`src/hdl/arcade_pkg.sv`:
```
/*
 * game variant codes, control vector types and field indices,
 * PIA input byte type, orientation codes and service pulse length
 */
`default_nettype none

package arcade_pkg;

	typedef logic [6:0] game_code_t;	// variant code from the menu

	localparam game_code_t GAME_DEFENDER = 7'd0;
	localparam game_code_t GAME_COLONY7  = 7'd1;
	localparam game_code_t GAME_MAYDAY   = 7'd2;
	localparam game_code_t GAME_JIN      = 7'd3;

	typedef logic [7:0] pia_byte_t;

	// right, left, down, up, fireA..fireF from bit 0
	typedef logic [9:0] player_ctrl_t;
	localparam int CTRL_RIGHT  = 0;
	localparam int CTRL_LEFT   = 1;
	localparam int CTRL_DOWN   = 2;
	localparam int CTRL_UP     = 3;
	localparam int CTRL_FIRE_A = 4;
	localparam int CTRL_FIRE_B = 5;
	localparam int CTRL_FIRE_C = 6;
	localparam int CTRL_FIRE_D = 7;

	typedef logic [3:0] sys_ctrl_t;
	localparam int SYS_ONE_PLAYER  = 0;
	localparam int SYS_TWO_PLAYERS = 1;
	localparam int SYS_COIN1       = 2;
	localparam int SYS_COIN2       = 3;

	typedef logic [1:0] orient_t;	// [left/right, landscape/portrait]
	localparam orient_t ORIENT_DEFAULT = 2'b10;
	localparam orient_t ORIENT_COLONY7 = 2'b01;
	localparam orient_t ORIENT_JIN     = 2'b11;

	typedef logic [15:0] status_t;	// menu option bits
	localparam int ST_RESET    = 0;
	localparam int ST_AUTOUP   = 7;
	localparam int ST_ADVANCE  = 8;
	localparam int ST_HSRESET  = 9;
	localparam int ST_DIP_BASE = 10;	// three dip bits from here up

	localparam int unsigned PULSE_CYCLES_DEFAULT = 1048575;

endpackage

`default_nettype wire

```
`src/hdl/rom_pkg.sv`:
```
/*
 * ROM download map, store and fetch address types, word type
 * and sound region offset
 */
`default_nettype none

package rom_pkg;

	typedef logic [24:0] dl_addr_t;	// download byte address
	typedef logic [22:0] store_addr_t;	// store word address
	typedef logic [15:0] rom_word_t;
	typedef logic [14:0] cpu_addr_t;	// main cpu byte address
	typedef logic [11:0] snd_addr_t;	// sound cpu byte address
	typedef logic [14:0] fetch_addr_t;	// fetch word address

	/*
	 * download image layout, byte addresses
	 * 0000-6FFF main cpu, 7000-73FF decoder, 7400-7BFF sound cpu
	 */
	localparam dl_addr_t SND_BYTE_BASE = 25'h7400;
	localparam store_addr_t SND_WORD_BASE = store_addr_t'(SND_BYTE_BASE >> 1);	// 3A00

	// parked fetch address while the store is being written
	localparam fetch_addr_t FETCH_IDLE_ADDR = '1;

endpackage

`default_nettype wire

```
`src/hdl/defender_glue_top.sv`:
```
/* defender_glue_top: board glue around the Williams game core, plain ports */
`timescale 1ns/1ps
`default_nettype none

module defender_glue_top
	import arcade_pkg::*;
	import rom_pkg::*;
#(
	parameter int unsigned PULSE_CYCLES = PULSE_CYCLES_DEFAULT
) (
	input  logic         clk_sys,
	input  logic         rst_n,
	input  status_t      status_bits,
	input  logic         reset_button,
	input  game_code_t   core_mod,
	input  player_ctrl_t p1_ctrl,
	input  sys_ctrl_t    sys_ctrl,
	input  logic         ioctl_download,
	input  logic         ioctl_wr,
	input  dl_addr_t     ioctl_addr,
	input  pia_byte_t    ioctl_dout,
	input  cpu_addr_t    main_rom_addr,
	input  rom_word_t    main_word_q,
	input  logic         snd_vma,
	input  snd_addr_t    snd_rom_addr,
	input  rom_word_t    snd_word_q,
	// store write ports
	output logic         port1_req,
	output logic         port2_req,
	output store_addr_t  port1_a,
	output store_addr_t  port2_a,
	output logic [1:0]   port_ds,
	output logic         port_we,
	output rom_word_t    port_d,
	// core inputs
	output pia_byte_t    input0,
	output pia_byte_t    input1,
	output pia_byte_t    input2,
	output logic         mayday,
	output orient_t      orientation,
	output logic         core_reset,
	output logic         rom_loaded,
	// rom fetch
	output fetch_addr_t  main_word_addr,
	output fetch_addr_t  snd_word_addr,
	output pia_byte_t    main_rom_byte,
	output pia_byte_t    snd_rom_byte,
	output logic         led
);

	logic advance;
	logic hsreset;

	pulse_stretch #(.PULSE_CYCLES(PULSE_CYCLES)) adv_stretch (
		.clk_sys (clk_sys),
		.rst_n   (rst_n),
		.btn     (status_bits[ST_ADVANCE]),
		.pulse   (advance)
	);

	pulse_stretch #(.PULSE_CYCLES(PULSE_CYCLES)) hsr_stretch (
		.clk_sys (clk_sys),
		.rst_n   (rst_n),
		.btn     (status_bits[ST_HSRESET]),
		.pulse   (hsreset)
	);

	input_mapper i_input_mapper (
		.core_mod    (core_mod),
		.p1          (p1_ctrl),
		.sys         (sys_ctrl),
		.status      (status_bits),
		.advance     (advance),
		.hsreset     (hsreset),
		.input0      (input0),
		.input1      (input1),
		.input2      (input2),
		.mayday      (mayday),
		.orientation (orientation)
	);

	rom_loader i_rom_loader (
		.clk_sys        (clk_sys),
		.rst_n          (rst_n),
		.ioctl_download (ioctl_download),
		.ioctl_wr       (ioctl_wr),
		.ioctl_addr     (ioctl_addr),
		.ioctl_dout     (ioctl_dout),
		.port1_req      (port1_req),
		.port2_req      (port2_req),
		.port1_a        (port1_a),
		.port2_a        (port2_a),
		.port_ds        (port_ds),
		.port_we        (port_we),
		.port_d         (port_d)
	);

	reset_sequencer i_reset_sequencer (
		.clk_sys        (clk_sys),
		.rst_n          (rst_n),
		.ioctl_download (ioctl_download),
		.menu_reset     (status_bits[ST_RESET]),
		.reset_button   (reset_button),
		.core_reset     (core_reset),
		.rom_loaded     (rom_loaded)
	);

	rom_byte_select i_rom_byte_select (
		.clk_sys        (clk_sys),
		.rst_n          (rst_n),
		.ioctl_download (ioctl_download),
		.main_rom_addr  (main_rom_addr),
		.main_word_q    (main_word_q),
		.snd_vma        (snd_vma),
		.snd_rom_addr   (snd_rom_addr),
		.snd_word_q     (snd_word_q),
		.main_word_addr (main_word_addr),
		.snd_word_addr  (snd_word_addr),
		.main_rom_byte  (main_rom_byte),
		.snd_rom_byte   (snd_rom_byte)
	);

	assign led = ~ioctl_download;	// dark while downloading

endmodule

`default_nettype wire

```
`src/hdl/input_mapper.sv`:
```
/* input_mapper: per game packing of the PIA input bytes, protection and orientation */
`timescale 1ns/1ps
`default_nettype none

module input_mapper
	import arcade_pkg::*;
(
	input  game_code_t   core_mod,
	input  player_ctrl_t p1,
	input  sys_ctrl_t    sys,
	input  status_t      status,
	input  logic         advance,
	input  logic         hsreset,
	output pia_byte_t    input0,
	output pia_byte_t    input1,
	output pia_byte_t    input2,
	output logic         mayday,
	output orient_t      orientation
);

	logic       right, left, down, up;
	logic       fire_a, fire_b, fire_c, fire_d;
	logic       one_player, two_players, coin1, coin2;
	logic       auto_up;
	logic [2:0] dip;

	assign right       = p1[CTRL_RIGHT];
	assign left        = p1[CTRL_LEFT];
	assign down        = p1[CTRL_DOWN];
	assign up          = p1[CTRL_UP];
	assign fire_a      = p1[CTRL_FIRE_A];
	assign fire_b      = p1[CTRL_FIRE_B];
	assign fire_c      = p1[CTRL_FIRE_C];
	assign fire_d      = p1[CTRL_FIRE_D];
	assign one_player  = sys[SYS_ONE_PLAYER];
	assign two_players = sys[SYS_TWO_PLAYERS];
	assign coin1       = sys[SYS_COIN1];
	assign coin2       = sys[SYS_COIN2];
	assign auto_up     = status[ST_AUTOUP];
	assign dip         = status[ST_DIP_BASE +: 3];

	always_comb begin
		input0      = '0;
		input1      = '0;
		input2      = '0;
		mayday      = 1'b0;
		orientation = ORIENT_DEFAULT;

		case (core_mod)
			GAME_DEFENDER: begin
				input0 = {3'b000, coin1, hsreset, 1'b0, advance, auto_up};
				// reverse on either horizontal direction
				input1 = {down, left | right, one_player, two_players,
					fire_d, fire_c, fire_b, fire_a};
				input2 = {7'b0000000, up};
			end
			GAME_COLONY7: begin
				orientation = ORIENT_COLONY7;
				input0 = {3'b000, coin1, 2'b00, dip[1], dip[0]};	// bonus, lives
				input1 = {fire_b, fire_a, one_player, two_players, up, left, right, down};
				input2 = {7'b0000000, fire_c};
			end
			GAME_MAYDAY: begin
				mayday = 1'b1;	// protection on
				input0 = {2'b00, coin2, coin1, 1'b0, hsreset, advance, auto_up};
				input1 = {down, 1'b0, one_player, two_players, fire_b, fire_c, right, fire_a};
				input2 = {7'b0000000, up};
			end
			GAME_JIN: begin
				orientation = ORIENT_JIN;
				input0 = {3'b000, coin2, coin1, 3'b000};
				input1 = {fire_b, fire_a, one_player, two_players, right, left, down, up};
				input2 = {1'b0, ~dip[2], ~dip[1], 1'b0, dip[0], 3'b000};	// level, lives
			end
			default: ;	// unused code, all bytes zero
		endcase
	end

endmodule

`default_nettype wire

```
`src/hdl/pulse_stretch.sv`:
```
/* pulse_stretch: fixed length pulse from a button rising edge */
`timescale 1ns/1ps
`default_nettype none

module pulse_stretch
	import arcade_pkg::*;
#(
	parameter int unsigned PULSE_CYCLES = PULSE_CYCLES_DEFAULT
) (
	input  logic clk_sys,
	input  logic rst_n,
	input  logic btn,
	output logic pulse
);

	localparam int CNT_W = $clog2(PULSE_CYCLES + 1);

	logic             btn_d;	// previous sample
	logic [CNT_W-1:0] count;

	always_ff @(posedge clk_sys) begin
		if (!rst_n) begin
			btn_d <= 1'b0;
			count <= '0;
		end else begin
			btn_d <= btn;
			if (btn && !btn_d)
				count <= CNT_W'(PULSE_CYCLES);	// restart, also mid pulse
			else if (count != '0)
				count <= count - 1'b1;
		end
	end

	assign pulse = (count != '0);

endmodule

`default_nettype wire

```
`src/hdl/reset_sequencer.sv`:
```
/* reset_sequencer: ROM load tracking and registered core reset */
`timescale 1ns/1ps
`default_nettype none

module reset_sequencer (
	input  logic clk_sys,
	input  logic rst_n,
	input  logic ioctl_download,
	input  logic menu_reset,
	input  logic reset_button,
	output logic core_reset,
	output logic rom_loaded
);

	logic download_d;

	always_ff @(posedge clk_sys) begin
		if (!rst_n) begin
			download_d <= 1'b0;
			rom_loaded <= 1'b0;
			core_reset <= 1'b1;
		end else begin
			download_d <= ioctl_download;
			if (download_d && !ioctl_download)
				rom_loaded <= 1'b1;	// sticky until rst_n
			// sees the old rom_loaded, so release comes one edge after it
			core_reset <= menu_reset | reset_button | ioctl_download | ~rom_loaded;
		end
	end

endmodule

`default_nettype wire

```
`src/hdl/rom_byte_select.sv`:
```
/* rom_byte_select: fetch word addresses, sound address latch, byte picking */
`timescale 1ns/1ps
`default_nettype none

module rom_byte_select
	import arcade_pkg::*;
	import rom_pkg::*;
(
	input  logic        clk_sys,
	input  logic        rst_n,
	input  logic        ioctl_download,
	input  cpu_addr_t   main_rom_addr,
	input  rom_word_t   main_word_q,
	input  logic        snd_vma,
	input  snd_addr_t   snd_rom_addr,
	input  rom_word_t   snd_word_q,
	output fetch_addr_t main_word_addr,
	output fetch_addr_t snd_word_addr,
	output pia_byte_t   main_rom_byte,
	output pia_byte_t   snd_rom_byte
);

	logic      vma_r, vma_r2;
	snd_addr_t snd_addr_q;	// latched sound cpu address

	always_ff @(posedge clk_sys) begin
		if (!rst_n) begin
			vma_r      <= 1'b0;
			vma_r2     <= 1'b0;
			snd_addr_q <= '0;
		end else begin
			vma_r  <= snd_vma;
			vma_r2 <= vma_r;
			if (vma_r2)
				snd_addr_q <= snd_rom_addr;
		end
	end

	assign main_word_addr = ioctl_download ? FETCH_IDLE_ADDR : fetch_addr_t'(main_rom_addr[14:1]);
	assign snd_word_addr  = ioctl_download ? FETCH_IDLE_ADDR : fetch_addr_t'(snd_addr_q[10:1]);

	// odd address takes the high byte
	assign main_rom_byte = main_rom_addr[0] ? main_word_q[15:8] : main_word_q[7:0];
	assign snd_rom_byte  = snd_addr_q[0] ? snd_word_q[15:8] : snd_word_q[7:0];

endmodule

`default_nettype wire

```
`src/hdl/rom_loader.sv`:
```
/* rom_loader: download strobes to two toggle request store write ports */
`timescale 1ns/1ps
`default_nettype none

module rom_loader
	import arcade_pkg::*;
	import rom_pkg::*;
(
	input  logic        clk_sys,
	input  logic        rst_n,
	input  logic        ioctl_download,
	input  logic        ioctl_wr,
	input  dl_addr_t    ioctl_addr,
	input  pia_byte_t   ioctl_dout,
	output logic        port1_req,
	output logic        port2_req,
	output store_addr_t port1_a,
	output store_addr_t port2_a,
	output logic [1:0]  port_ds,
	output logic        port_we,
	output rom_word_t   port_d
);

	logic wr_last;
	logic wr_rise;

	assign wr_rise = ioctl_wr && !wr_last;

	// each level change is one request to the store
	always_ff @(posedge clk_sys) begin
		if (!rst_n) begin
			wr_last   <= 1'b0;
			port1_req <= 1'b0;
			port2_req <= 1'b0;
		end else begin
			wr_last <= ioctl_wr;
			if (ioctl_download && wr_rise) begin
				port1_req <= ~port1_req;
				port2_req <= ~port2_req;
			end
		end
	end

	// word address, port 2 sees the sound region at word 0
	assign port1_a = ioctl_addr[23:1];
	assign port2_a = ioctl_addr[23:1] - SND_WORD_BASE;

	assign port_ds = {ioctl_addr[0], ~ioctl_addr[0]};	// odd byte goes high
	assign port_d  = {ioctl_dout, ioctl_dout};
	assign port_we = ioctl_download;

endmodule

`default_nettype wire

```
`config.mk`:
```
export PLATFORM = sky130hd
export DESIGN_NAME = defender_glue_top
export DESIGN_NICKNAME = d
export VERILOG_FILES = /design/src/hdl/arcade_pkg.sv /design/src/hdl/rom_pkg.sv /design/src/hdl/defender_glue_top.sv /design/src/hdl/input_mapper.sv /design/src/hdl/pulse_stretch.sv /design/src/hdl/reset_sequencer.sv /design/src/hdl/rom_byte_select.sv /design/src/hdl/rom_loader.sv
export SDC_FILE = /design/constraint.sdc
export NUM_CORES = 1
export LEC_CHECK = 0
export BUFFER_PORTS_ARGS = -buffer_cell sky130_fd_sc_hd__buf_2
export CELL_PAD_IN_SITES_DETAIL_PLACEMENT = 0
export CELL_PAD_IN_SITES_GLOBAL_PLACEMENT = 2
export CORE_MARGIN = 5
export CORE_UTILIZATION = 23
export CTS_CLUSTER_SIZE = 10
export DETAILED_ROUTE_END_ITERATION = 8
export PLACE_DENSITY_LB_ADDON = 0.05
export REMOVE_ABC_BUFFERS = 1
export SLEW_MARGIN = 20
export SYNTH_ARGS = -nofsm -noshare
export SYNTH_HDL_FRONTEND = slang
export SYNTH_HIERARCHICAL = 1
export SYNTH_SLANG_ARGS = --single-unit
export TNS_END_PERCENT = 5
```
`constraint.sdc`:
```
create_clock -name clk_sys -period 2.3 [get_ports clk_sys]
set_clock_uncertainty 0.2 [all_clocks]
set_input_delay 0.115 -clock clk_sys [delete_from_list [all_inputs] [get_ports clk_sys]]
set_output_delay 0.115 -clock clk_sys [all_outputs]
set_load 0.05 [all_outputs]
```
Word-level counts from Yosys, hierarchy flattened
Cells that the tools add are included.
W data, S select, Z words.
{"block": "word_totals", "output_inout_bits": 143, "inputBits": 135, "ff_bits": 61, "wordCells": 58}
{"block": "op_classes", "n_mux": 13, "bitwise": 11, "addsub": 3, "eq_ne": 3, "reduce_logical": 15}
{"op": "$mux W20", "count": 4}
{"op": "$reduce_bool A20 Y1", "count": 2}
{"op": "$sub A20 B1 Y20 const B", "count": 2}
{"op": "$pmux W8 S4", "count": 1}
{"op": "$mux W15", "count": 2}
{"op": "$pmux W6 S4", "count": 1}
{"op": "$sub A23 B14 Y23 const B", "count": 1}
{"op": "$pmux W7 S3", "count": 1}
{"op": "$mux W8", "count": 2}
{"op": "$eq A7 B2 Y1 const B", "count": 2}
{"op": "$eq A7 B1 Y1 const B", "count": 1}
{"op": "$logic_not A7 Y1", "count": 1}
{"op": "$not A1 Y1", "count": 7}
{"op": "$logic_and A1 B1 Y1", "count": 5}
{"op": "$logic_not A1 Y1", "count": 4}
{"op": "$or A1 B1 Y1", "count": 4}
{"op": "$pmux W2 S2", "count": 1}
{"op": "$reduce_bool A2 Y1", "count": 2}
{"op": "$reduce_or A2 Y1", "count": 1}
{"op": "$mux W1", "count": 1}

Depth between registers and ports, before layout
Gate-level depths: netlist of the first run.
{"block": "depth", "depth_word": 3, "mapped_depth": 9, "mapped_depth_nobuf": 8}

By module
Netlist of the first run, hierarchy kept.
{"mod": "pulse_stretch", "n_inst": 2, "area_each_um2": 1182.4, "seq_area_each_um2": 420.4, "cells_each": 136}
{"mod": "rom_byte_select", "n_inst": 1, "area_each_um2": 863.3, "seq_area_each_um2": 260.2, "cells_each": 89}
{"mod": "rom_loader", "n_inst": 1, "area_each_um2": 721.9, "seq_area_each_um2": 60.1, "cells_each": 93}
{"mod": "input_mapper", "n_inst": 1, "area_each_um2": 377.9, "seq_area_each_um2": 0.0, "cells_each": 60}
{"mod": "reset_sequencer", "n_inst": 1, "area_each_um2": 100.1, "seq_area_each_um2": 60.1, "cells_each": 8}
{"mod": "defender_glue_top", "n_inst": 1, "area_each_um2": 3.8, "seq_area_each_um2": 0.0, "cells_each": 1}

Worst setup path before layout of the first run
OpenSTA, ideal clock, no wires.
{"block": "synth_path", "path_kind": "register to output", "startpoint": "reg hsr_stretch.count[2]", "endpoint": "out input0[3]", "path_stages_with_launch": 10, "path_buffers": 3, "slack_ns": -0.158, "t_required_ns": 1.985, "arrival_time_ns": 2.143, "cell_sequence": "dfxtp_1 > clkbuf_1 > nor2_1 > and3_1 > clkbuf_1 > and2_1 > clkbuf_1 > inv_1 > nand2_1 > a21oi_1"}
{"block": "synth_via", "elab_chain_len": 2}
{"element": "start, declared", "line_no": "pulse_stretch.sv:19", "source": "logic [CNT_W-1:0] count;"}
{"element": "start signal, assigned", "line_no": "pulse_stretch.sv:28", "source": "count <= CNT_W'(PULSE_CYCLES);"}
{"element": "start signal, assigned", "line_no": "pulse_stretch.sv:30", "source": "count <= count - 1'b1;"}
{"element": "$reduce_bool A20 Y1", "line_no": "pulse_stretch.sv:34", "source": "assign pulse = (count != '0);"}
{"element": "named net hsreset", "line_no": "defender_glue_top.sv:52", "source": "logic hsreset;"}
{"element": "$pmux W6 S4", "line_no": "input_mapper.sv:49", "source": "case (core_mod)"}
{"element": "end, declared", "line_no": "defender_glue_top.sv:36", "source": "output pia_byte_t input0,"}
The timed path passes the listed nets, and every way through them passes these cells.

Final worst setup path of the first run
{"block": "layout_path", "startpoint": "reg adv_stretch.count[14]", "endpoint": "out input0[1]"}
{"block": "layout_via", "elab_chain_len": 2}
{"element": "start, declared", "line_no": "pulse_stretch.sv:19"}
{"element": "start signal, assigned", "line_no": "pulse_stretch.sv:28"}
{"element": "start signal, assigned", "line_no": "pulse_stretch.sv:30"}
{"element": "$reduce_bool A20 Y1", "line_no": "pulse_stretch.sv:34"}
{"element": "named net advance", "line_no": "defender_glue_top.sv:51", "source": "logic advance;"}
{"element": "$pmux W6 S4", "line_no": "input_mapper.sv:49"}
The timed path passes the listed nets, and every way through them passes these cells.

==> flow_metrics.env, run 1 <==
export IMPL_drive_above_1_share=0.450
export IMPL_whs_path_depth=0
export IMPL_n_antenna_cell=0
export IMPL_r2r_start="adv_stretch/count[0]"
export IMPL_gp_congestion=0.751
export IMPL_r2r_end="adv_stretch/count[12]"
export IMPL_rrSetupSlack_ns=0.18
export IMPL_die_height_um=149
export IMPL_rows=50
export IMPL_cp_required_ns=1.99
export IMPL_cellPowerDensity_mw_per_mm2=654
export IMPL_rr_worst_depth=6
export IMPL_cts_sinks=61
export IMPL_initial_core_util=0.235
export IMPL_ys_flop_type="dfxtp_1"
export IMPL_fmax_mhz=432
export IMPL_numPortBuffers=207
export IMPL_synthXorXnorAreaFrac=0.0277
export IMPL_clk_path_buf_depth=2
export IMPL_final_antenna_net_count=0
export IMPL_synthSimpleGateAreaFrac=0.285
export IMPL_ys_seq_area_frac=0.276
export IMPL_drt_iter0_drc=147
export IMPL_relSlewSlack=0.531
export IMPL_post_route_util=0.317
export IMPL_grt_first_pass_wirelength_mm=23.6
export IMPL_vias_per_cell=4.50
export IMPL_hp_start="ioctl_addr[8]"
export IMPL_wl_per_cell_um=15.9
export IMPL_die_w_um=149
export IMPL_rsz0062_at_grt="yes"
export IMPL_synth_top_family_by_area="simple AND/OR/NAND/NOR gates"
export IMPL_min_period_over_period=1.01
export IMPL_grt_pass1_vias=4302
export IMPL_crit_path_start_kind="flop"
export IMPL_synth_compound_area_frac=0.164
export IMPL_grt_antenna_before_repair=0
export IMPL_ys_warn_count=6
export IMPL_leakage_nw=2.64
export IMPL_core_mm2=0.0188
export IMPL_syn_area_mm2=0.00443
export IMPL_end_kind="output port"
export IMPL_violations="negative setup slack"
export IMPL_yosys_area_share_adder=0.0141
export IMPL_clk_pin_slew_ns=0.05
export IMPL_clk_latency_ns=0.34
export IMPL_synthDistinctLibCells=60
export IMPL_maxSlewViolCount=0
export IMPL_cts_tree="yes"
export IMPL_die_area_mm2=0.0221
export IMPL_fin_hold_ws_ns=0.0302
export IMPL_crit_arrival_ns=2.00
export IMPL_grt_usage=0.133
export IMPL_dpl_worst_slack_ns=0.169
export IMPL_synthMuxAreaShare=0.0796
export IMPL_worstPathMaxFanout=4
export IMPL_ir_worst_vdd_mv=0.346
export IMPL_finalHoldViolCount=0
export IMPL_final_instance_count_excl_fill=967
export IMPL_drv_cap=0
export IMPL_drc=0
export IMPL_grt_max_degree=37
export IMPL_place_hpwl_mm=12.1
export IMPL_synth_cells=523
export IMPL_cts_buffers=9
export IMPL_syn2layout_area_growth_pct=34.8
export IMPL_place_area_mm2=0.00542
export IMPL_nNetsFinal=842
export IMPL_synth_async_sr_flop_share=0
export IMPL_synth_edff_count=0
export IMPL_finalSetupViolCount=2
export IMPL_reg_top3="adv_stretch/count (20), hsr_stretch/count (20), i_rom_byte_select/snd_addr_q (11)"
export IMPL_dp_cells=933
export IMPL_path_class="flop to output port"
export IMPL_avgSynthCellArea_um2=8.47
export IMPL_multi_input_area_mm2=0.00257
export IMPL_cts_htree_levels=3
export IMPL_overflow=0
export IMPL_min_path_type="input pin to output port"
export IMPL_yosys_register_bits=61
export IMPL_fin_ws_ns=-0.0125
export IMPL_run_status="finished, violations left"
export IMPL_final_seq_area_mm2=0.00122
export IMPL_postCtsSetupRepairBufs=0
export IMPL_nFillCells=2037
export IMPL_stdcell_area_mm2=0.00597
export IMPL_wirelength_mm=15.4
export IMPL_clock_root_buffer="clkbuf_16"
export IMPL_tightest_slew_ns=0.703
export IMPL_holdPathEnd="port2_a[7]"
export IMPL_period_needed_ns=2.31
export IMPL_num_io_pins=278
export IMPL_drt_first_pass_iters=4
export IMPL_vias=4356
## cell usage after synthesis (4+ instances only)
library cell   n  area share
nand2b_1       8       0.011
o31a_1        10       0.020
and3_1         9       0.013
inv_1         23       0.019
nor2b_1       20       0.028
or3_1         12       0.017
a31oi_1       12       0.017
buf_4         63        0.11
nand3_1        8      0.0090
dfxtp_1       61        0.28
nor4_1        10       0.014
and4_1         6       0.012
xnor2_1        8       0.016
o21ai_0        9       0.010
o221ai_1       4      0.0079
mux2_2        16       0.041
a21oi_1       17       0.019
nor3_1        12       0.014
mux2i_1       15       0.034
a211o_1        8       0.016
ha_1           5       0.014
nand4_1        5      0.0071
a211oi_1      19       0.032
nand2_1       11      0.0093
or4_1          7       0.012
xor2_1         6       0.012
clkbuf_1      19       0.016
buf_2          5      0.0056
nor2_1        25       0.021
or2_2         26       0.037
and2_1        12       0.017
## per-layer routing
metal | track usage | up-vias | wire length [um]
li1 | - | 2203 | -
met1 | 0.157 | 1991 | 6480
met2 | 0.222 | 139 | 7430
met3 | 0.0544 | 21 | 1190
met4 | 0.0339 | 2 | 216
met5 | 0.0250 | - | 52
## kinds of logic after synthesis
| kind of cell | Yosys count |
|---|---|
| XOR/XNOR | 14 |
| adder cells (fa/ha/maj) | 5 |
| AND/OR/NAND/NOR | 198 |
| AO/OA/AOI/OAI | 100 |
| buffers and inverters | 112 |
| flip-flops | 61 |
| multiplexers | 32 |
| other | 1 |
## metrics by stage
| stage | total power [mW] | setup TNS, ns |
|---|---|---|
| after global placement | 2.40 | 0 |
| final | 3.90 | -0.0159 |
| after detailed placement | 2.41 | 0 |
| after CTS | 3.96 | -0.102 |
| after floorplan | 1.94 | -0.714 |
| after global routing | 4.12 | -0.304 |
## worst max path at each step
stage,from,endpoint,slack (ns),depth (start not counted)
after floorplan,core_mod[3],input1[0],-0.17,3
after global placement,adv_stretch/count[11],adv_stretch/count[19],0.22,4
after detailed placement,adv_stretch/count[11],adv_stretch/count[19],0.17,4
after CTS,adv_stretch/count[14],input0[1],-0.06,7
after global routing,adv_stretch/count[14],input0[1],-0.15,7
final,adv_stretch/count[14],input0[1],-0.01,7
## where the power goes
part           total (mW)  switching, mW  internal [mW]  leakage, nW
Sequential           1.25          0.100           1.15        0.507
Combinational        1.16          0.745          0.418         1.98
Clock                1.49          0.486           1.01        0.156
## cell usage in the layout, fill, tap and decap left out, types with 10 or more instances in the layout
master,instances
nor2_1,25
nand2_1,11
mux2i_1,15
or3_1,10
nor2b_1,20
inv_1,21
a31oi_1,12
nor3_1,12
and2_1,10
buf_4,28
nor4_1,10
dfxtp_1,58
mux2_2,16
or2_2,26
o31a_1,10
a21oi_1,17
buf_2,204
a211oi_1,19
dlygate4sd3_1,18
## cell type report
cell class	instances	share of cell area
Inverter	23	0.0145
Multi-Input combinational cell	355	0.431
Clock inverter	3	0.0113
Clock buffer	13	0.0436
Sequential cell	61	0.205
Tap cell	260	0.0545
Timing Repair Buffer	252	0.240
## critical path, stage by stage (launching register included)
cell     delay [ns]
dfxtp_2        0.32
or4_4          0.58
nor4_4         0.17
and2_4         0.19
inv_2          0.03
a22oi_2        0.16
nor2_1         0.06
buf_6          0.15
## repair_timing
action	in CTS	in global routing
endpoints found under the setup margin	3	3
endpoints found under the hold margin	19	0
gates resized for setup	11	5
pin swaps	4	0
hold buffers	18	0
(Power assumes the default switching activity.)
==> run 2: changes to the inputs <==
==> constraint.sdc (replaced) <==
create_clock -name clk_sys -period 2.3 [get_ports clk_sys]
set_clock_uncertainty 0.2 [all_clocks]
set_input_delay 0.23 -clock clk_sys [delete_from_list [all_inputs] [get_ports clk_sys]]
set_output_delay 0.23 -clock clk_sys [all_outputs]
set_load 0.05 [all_outputs]
==> flow_metrics.env, run 2 (synthesis gave the netlist of run 1 again) <==
export IMPL_maxSlewViolCount=0
export IMPL_cellPowerDensity_mw_per_mm2=663
export IMPL_r2r_end="adv_stretch/count[19]"
export IMPL_crit_arrival_ns=2.00
export IMPL_num_io_pins=278
export IMPL_die_w_um=149
export IMPL_rr_worst_depth=5
export IMPL_final_antenna_net_count=0
export IMPL_min_period_over_period=1.06
export IMPL_initial_core_util=0.235
export IMPL_n_antenna_cell=0
export IMPL_clk_path_buf_depth=2
export IMPL_violations="negative setup slack"
export IMPL_die_area_mm2=0.0221
export IMPL_period_needed_ns=2.43
export IMPL_syn2layout_area_growth_pct=36.2
export IMPL_place_hpwl_mm=12.1
export IMPL_gp_congestion=0.745
export IMPL_cts_htree_levels=3
export IMPL_clk_pin_slew_ns=0.05
export IMPL_numPortBuffers=207
export IMPL_end_kind="output port"
export IMPL_wl_per_cell_um=15.9
export IMPL_drt_first_pass_iters=4
export IMPL_finalSetupViolCount=3
export IMPL_drive_above_1_share=0.455
export IMPL_whs_path_depth=2
export IMPL_layout_common_cells="buf_2, dfxtp_1, buf_4, or2_2, nor2_1"
export IMPL_drc=0
export IMPL_core_mm2=0.0188
export IMPL_drt_iter0_drc=197
export IMPL_cts_tree="yes"
export IMPL_leakage_nw=2.69
export IMPL_final_common_cell="buf_2"
export IMPL_rows=50
export IMPL_clock_root_buffer="clkbuf_16"
export IMPL_relSlewSlack=0.551
export IMPL_vias=4437
export IMPL_tightest_slew_ns=0.672
export IMPL_worstPathMaxFanout=4
export IMPL_grt_first_pass_wirelength_mm=23.6
export IMPL_r2r_start="adv_stretch/count[12]"
export IMPL_clk_latency_ns=0.34
export IMPL_grt_usage=0.134
export IMPL_holdPathEnd="adv_stretch/count[14]"
export IMPL_tns_ns=-0.244
export IMPL_place_area_mm2=0.00548
export IMPL_finalHoldViolCount=0
export IMPL_finalPower_mw=4.00
export IMPL_crit_path_start_kind="flop"
export IMPL_overflow=0
export IMPL_die_height_um=149
export IMPL_rrSetupSlack_ns=0.12
export IMPL_nNetsFinal=850
export IMPL_grt_pass1_vias=4352
export IMPL_dpl_worst_slack_ns=0.139
export IMPL_vias_per_cell=4.55
export IMPL_grt_antenna_before_repair=0
export IMPL_cts_buffers=9
export IMPL_drv_cap=0
export IMPL_wirelength_mm=15.5
export IMPL_rsz0062_at_grt="yes"
export IMPL_min_path_type="input pin to flop"
export IMPL_reg_top3="adv_stretch/count (20), hsr_stretch/count (20), i_rom_byte_select/snd_addr_q (11)"
export IMPL_stdcell_area_mm2=0.00604
export IMPL_cts_sinks=61
export IMPL_run_status="finished, violations left"
export IMPL_grt_max_degree=37
export IMPL_ir_worst_vdd_mv=0.355
export IMPL_fin_ws_ns=-0.131
export IMPL_path_class="flop to output port"
export IMPL_fmax_mhz=411
export IMPL_cp_required_ns=1.87
export IMPL_hp_start="rst_n"
export IMPL_nFillCells=2029
## run 2: worst max-delay path, stage by stage, from the launching register on
cell,delay [ns]
dfxtp_2,0.33
or4_4,0.56
nor4_4,0.17
and2_4,0.19
inv_2,0.03
a22oi_1,0.16
nor2_1,0.07
buf_6,0.15
## run 2: how the worst max path moves through the flow
stage,startpoint,cells past startpoint,slack [ns],end
3_5_place_dp,adv_stretch/count[12],7,0.14,input0[1]
6_report,adv_stretch/count[12],7,-0.13,input0[1]
3_3_place_gp,adv_stretch/count[11],7,0.14,input0[1]
2_1_floorplan,core_mod[3],3,-0.40,input1[0]
4_1_cts,adv_stretch/count[12],7,-0.17,input0[1]
5_1_grt,adv_stretch/count[12],7,-0.20,input0[1]
## run 2: metal layers
metal  track usage  up-vias  routed length [um]
li1              -     2216                   -
met1         0.157     2048                6390
met2         0.226      157                7650
met3        0.0565       14                1190
met4        0.0284        2                 171
met5        0.0250        -                  57
## run 2: power by group
group          leakage [nW]  switching (mW)  internal [mW]  total, mW
clock                 0.167           0.492           1.09       1.58
combinational          2.02           0.763          0.431       1.19
sequential            0.507          0.0850           1.15       1.23
## run 2: metrics by stage
stage	instances	util	hold slack (ns)
2_1_floorplan	439	-	0.127
3_3_place_gp	941	0.291	0.183
3_5_place_dp	941	0.291	0.195
4_1_cts	975	0.320	0.0579
5_1_grt	975	0.321	0.0682
6_report	975	0.321	0.0583
## run 2: timing repair
action | 4_1_cts | 5_1_grt
gates resized for setup | 8 | 7
cloned | 0 | 0
hold endpoints to repair | 16 | 0
pin swaps | 4 | 2
hold buffers | 17 | 0
endpoints found under the setup margin | 3 | 4
buffers inserted | 1 | 0
## run 2: area by class of cell
cell class / count / area [um2] / area share
clock buffers: 12 / 246 / 0.0408
well taps: 260 / 325 / 0.0539
repair buffers: 260 / 1500 / 0.248
clock inverters: 4 / 95.1 / 0.0158
flip-flops and latches: 61 / 1220 / 0.203
inverters: 23 / 86.3 / 0.0143
multi-input cells: 355 / 2560 / 0.425
==> run 3: changes to the inputs <==
--- a/config.mk
+++ b/config.mk
@@ -6,12 +6,14 @@
 export NUM_CORES = 1
 export LEC_CHECK = 0
 export BUFFER_PORTS_ARGS = -buffer_cell sky130_fd_sc_hd__buf_2
+export CAP_MARGIN = 20
 export CELL_PAD_IN_SITES_DETAIL_PLACEMENT = 0
 export CELL_PAD_IN_SITES_GLOBAL_PLACEMENT = 2
 export CORE_MARGIN = 5
 export CORE_UTILIZATION = 23
 export CTS_CLUSTER_SIZE = 10
 export DETAILED_ROUTE_END_ITERATION = 8
+export GPL_TIMING_DRIVEN = 0
 export PLACE_DENSITY_LB_ADDON = 0.05
 export REMOVE_ABC_BUFFERS = 1
 export SLEW_MARGIN = 20
==> flow_metrics.env, run 3 (synthesis gave the netlist of run 1 again) <==
export IMPL_run_status="finished, violations left"
export IMPL_violations="negative setup slack"
export IMPL_min_period_over_period=1.06
export IMPL_rows=50
export IMPL_num_io_pins=278
export IMPL_p_sw_mw=1.37
export IMPL_maxSlewViolCount=0
export IMPL_crit_arrival_ns=2.01
export IMPL_p_int_mw=2.71
export IMPL_seq_power_share=0.307
export IMPL_cts_buffers=9
export IMPL_crit_buf_inv=2
export IMPL_die_w_um=149
export IMPL_place_hpwl_mm=11.6
export IMPL_reg_top3="adv_stretch/count (20), hsr_stretch/count (20), i_rom_byte_select/snd_addr_q (11)"
export IMPL_crit_chain="or4_4 > nor4_4 > and2_4 > inv_2 > a22oi_2 > nor2_1 > buf_6"
export IMPL_dp_cells=906
export IMPL_end_kind="output port"
export IMPL_leakage_nw=2.57
export IMPL_clk_pin_slew_ns=0.05
export IMPL_vias_per_cell=4.58
export IMPL_multi_input_area_mm2=0.00262
export IMPL_grt_first_pass_wirelength_mm=23.7
export IMPL_drt_iter0_drc=190
export IMPL_final_common_cell="buf_2"
export IMPL_layout_common_cells="buf_2, dfxtp_1, or2_2, nor2_1"
export IMPL_final_antenna_net_count=0
export IMPL_whs_path_depth=1
export IMPL_wirelength_mm=15.4
export IMPL_wl_per_cell_um=16.2
export IMPL_finalPower_mw=4.07
export IMPL_max_stage_delay_ns=0.56
export IMPL_worstPathMaxFanout=3
export IMPL_crit_path_start_kind="flop"
export IMPL_final_instance_count_excl_fill=947
export IMPL_drive_above_1_share=0.453
export IMPL_drc=0
export IMPL_die_area_mm2=0.0221
export IMPL_fin_ws_ns=-0.143
export IMPL_n_antenna_cell=0
export IMPL_die_height_um=149
export IMPL_initial_core_util=0.235
export IMPL_ir_worst_vdd_mv=0.345
export IMPL_nFillCells=2029
export IMPL_cellPowerDensity_mw_per_mm2=690
export IMPL_gp_congestion=0.739
export IMPL_cp_required_ns=1.87
export IMPL_fmax_mhz=409
export IMPL_rsz0062_at_grt="yes"
export IMPL_path_delay_family="simple AND/OR/NAND/NOR gates"
export IMPL_relSlewSlack=0.288
export IMPL_place_area_mm2=0.00522
export IMPL_overflow=0
export IMPL_cts_sinks=61
export IMPL_drv_cap=0
export IMPL_tightest_slew_ns=1.07
export IMPL_cts_htree_levels=3
export IMPL_core_mm2=0.0188
export IMPL_min_path_type="flop to flop"
export IMPL_stdcell_area_mm2=0.00590
export IMPL_grt_usage=0.132
export IMPL_sw_frac_of_total=0.335
export IMPL_numPortBuffers=207
export IMPL_grt_max_degree=40
export IMPL_pwr_share_clk=0.412
export IMPL_drt_first_pass_iters=4
export IMPL_clock_root_buffer="clkbuf_16"
export IMPL_grt_pass1_vias=4358
export IMPL_grt_antenna_before_repair=0
export IMPL_finalHoldViolCount=0
export IMPL_tns_ns=-0.362
export IMPL_vias=4335
export IMPL_syn2layout_area_growth_pct=33.2
export IMPL_period_needed_ns=2.44
export IMPL_rr_worst_depth=6
export IMPL_clk_latency_ns=0.34
export IMPL_path_class="flop to output port"
export IMPL_cts_tree="yes"
export IMPL_clk_path_buf_depth=2
export IMPL_nNetsFinal=822
export IMPL_finalSetupViolCount=3
export IMPL_rrSetupSlack_ns=0.01
export IMPL_crit_cells=7
export IMPL_p_comb_frac=0.281
export IMPL_dpl_worst_slack_ns=-0.664
export IMPL_slowest_stage="or4_4"
export IMPL_final_seq_area_mm2=0.00123
-- run 3: worst paths after layout --
check | startpoint | end
worst max-delay path | adv_stretch/count[12] | input0[1]
worst min-delay path | i_reset_sequencer/rom_loaded | i_reset_sequencer/core_reset
worst max register to register | hsr_stretch/count[1] | hsr_stretch/count[12]
worst min register to register | i_reset_sequencer/rom_loaded | i_reset_sequencer/core_reset
-- run 3: repair_timing --
action | CTS | global route
gates resized for setup | 18 | 12
hold buffers | 17 | 0
pin swaps | 9 | 5
endpoints found under the hold margin | 16 | 0
setup endpoints to repair | 21 | 12
buffers inserted | 7 | 1
-- run 3: power by group through the flow --
stage | combinational (mW) | clock, mW | sequential, mW
floorplan | 0.690 | 0 | 1.25
global placement | 1.09 | 0 | 1.26
detailed placement | 1.09 | 0 | 1.27
CTS | 1.14 | 1.74 | 1.25
global route | 1.24 | 1.78 | 1.27
finish | 1.14 | 1.68 | 1.25
-- run 3: stage by stage --
| stage | hold slack (ns) | util |
|---|---|---|
| after floorplan | 0.127 | - |
| after global placement | 0.184 | 0.277 |
| after detailed placement | 0.190 | 0.277 |
| after CTS | 0.202 | 0.311 |
| after global routing | 0.212 | 0.313 |
| final | 0.199 | 0.313 |
-- run 3: layout make-up --
class	count	area share
Tap cell	260	0.0551
Multi-Input combinational cell	355	0.444
Inverter	23	0.0146
Clock inverter	7	0.0233
Sequential cell	61	0.208
Clock buffer	9	0.0382
Timing Repair Buffer	232	0.217
-- run 3: per-layer routing --
| layer | GRT usage | vias up | share of wire | wire (um) |
|---|---|---|---|---|
| li1 | - | 2149 | - | - |
| met1 | 0.153 | 2041 | 0.42 | 6430 |
| met2 | 0.226 | 125 | 0.49 | 7540 |
| met3 | 0.0547 | 18 | 0.075 | 1150 |
| met4 | 0.0316 | 2 | 0.012 | 189 |
| met5 | 0.0250 | - | 0.0036 | 56 |
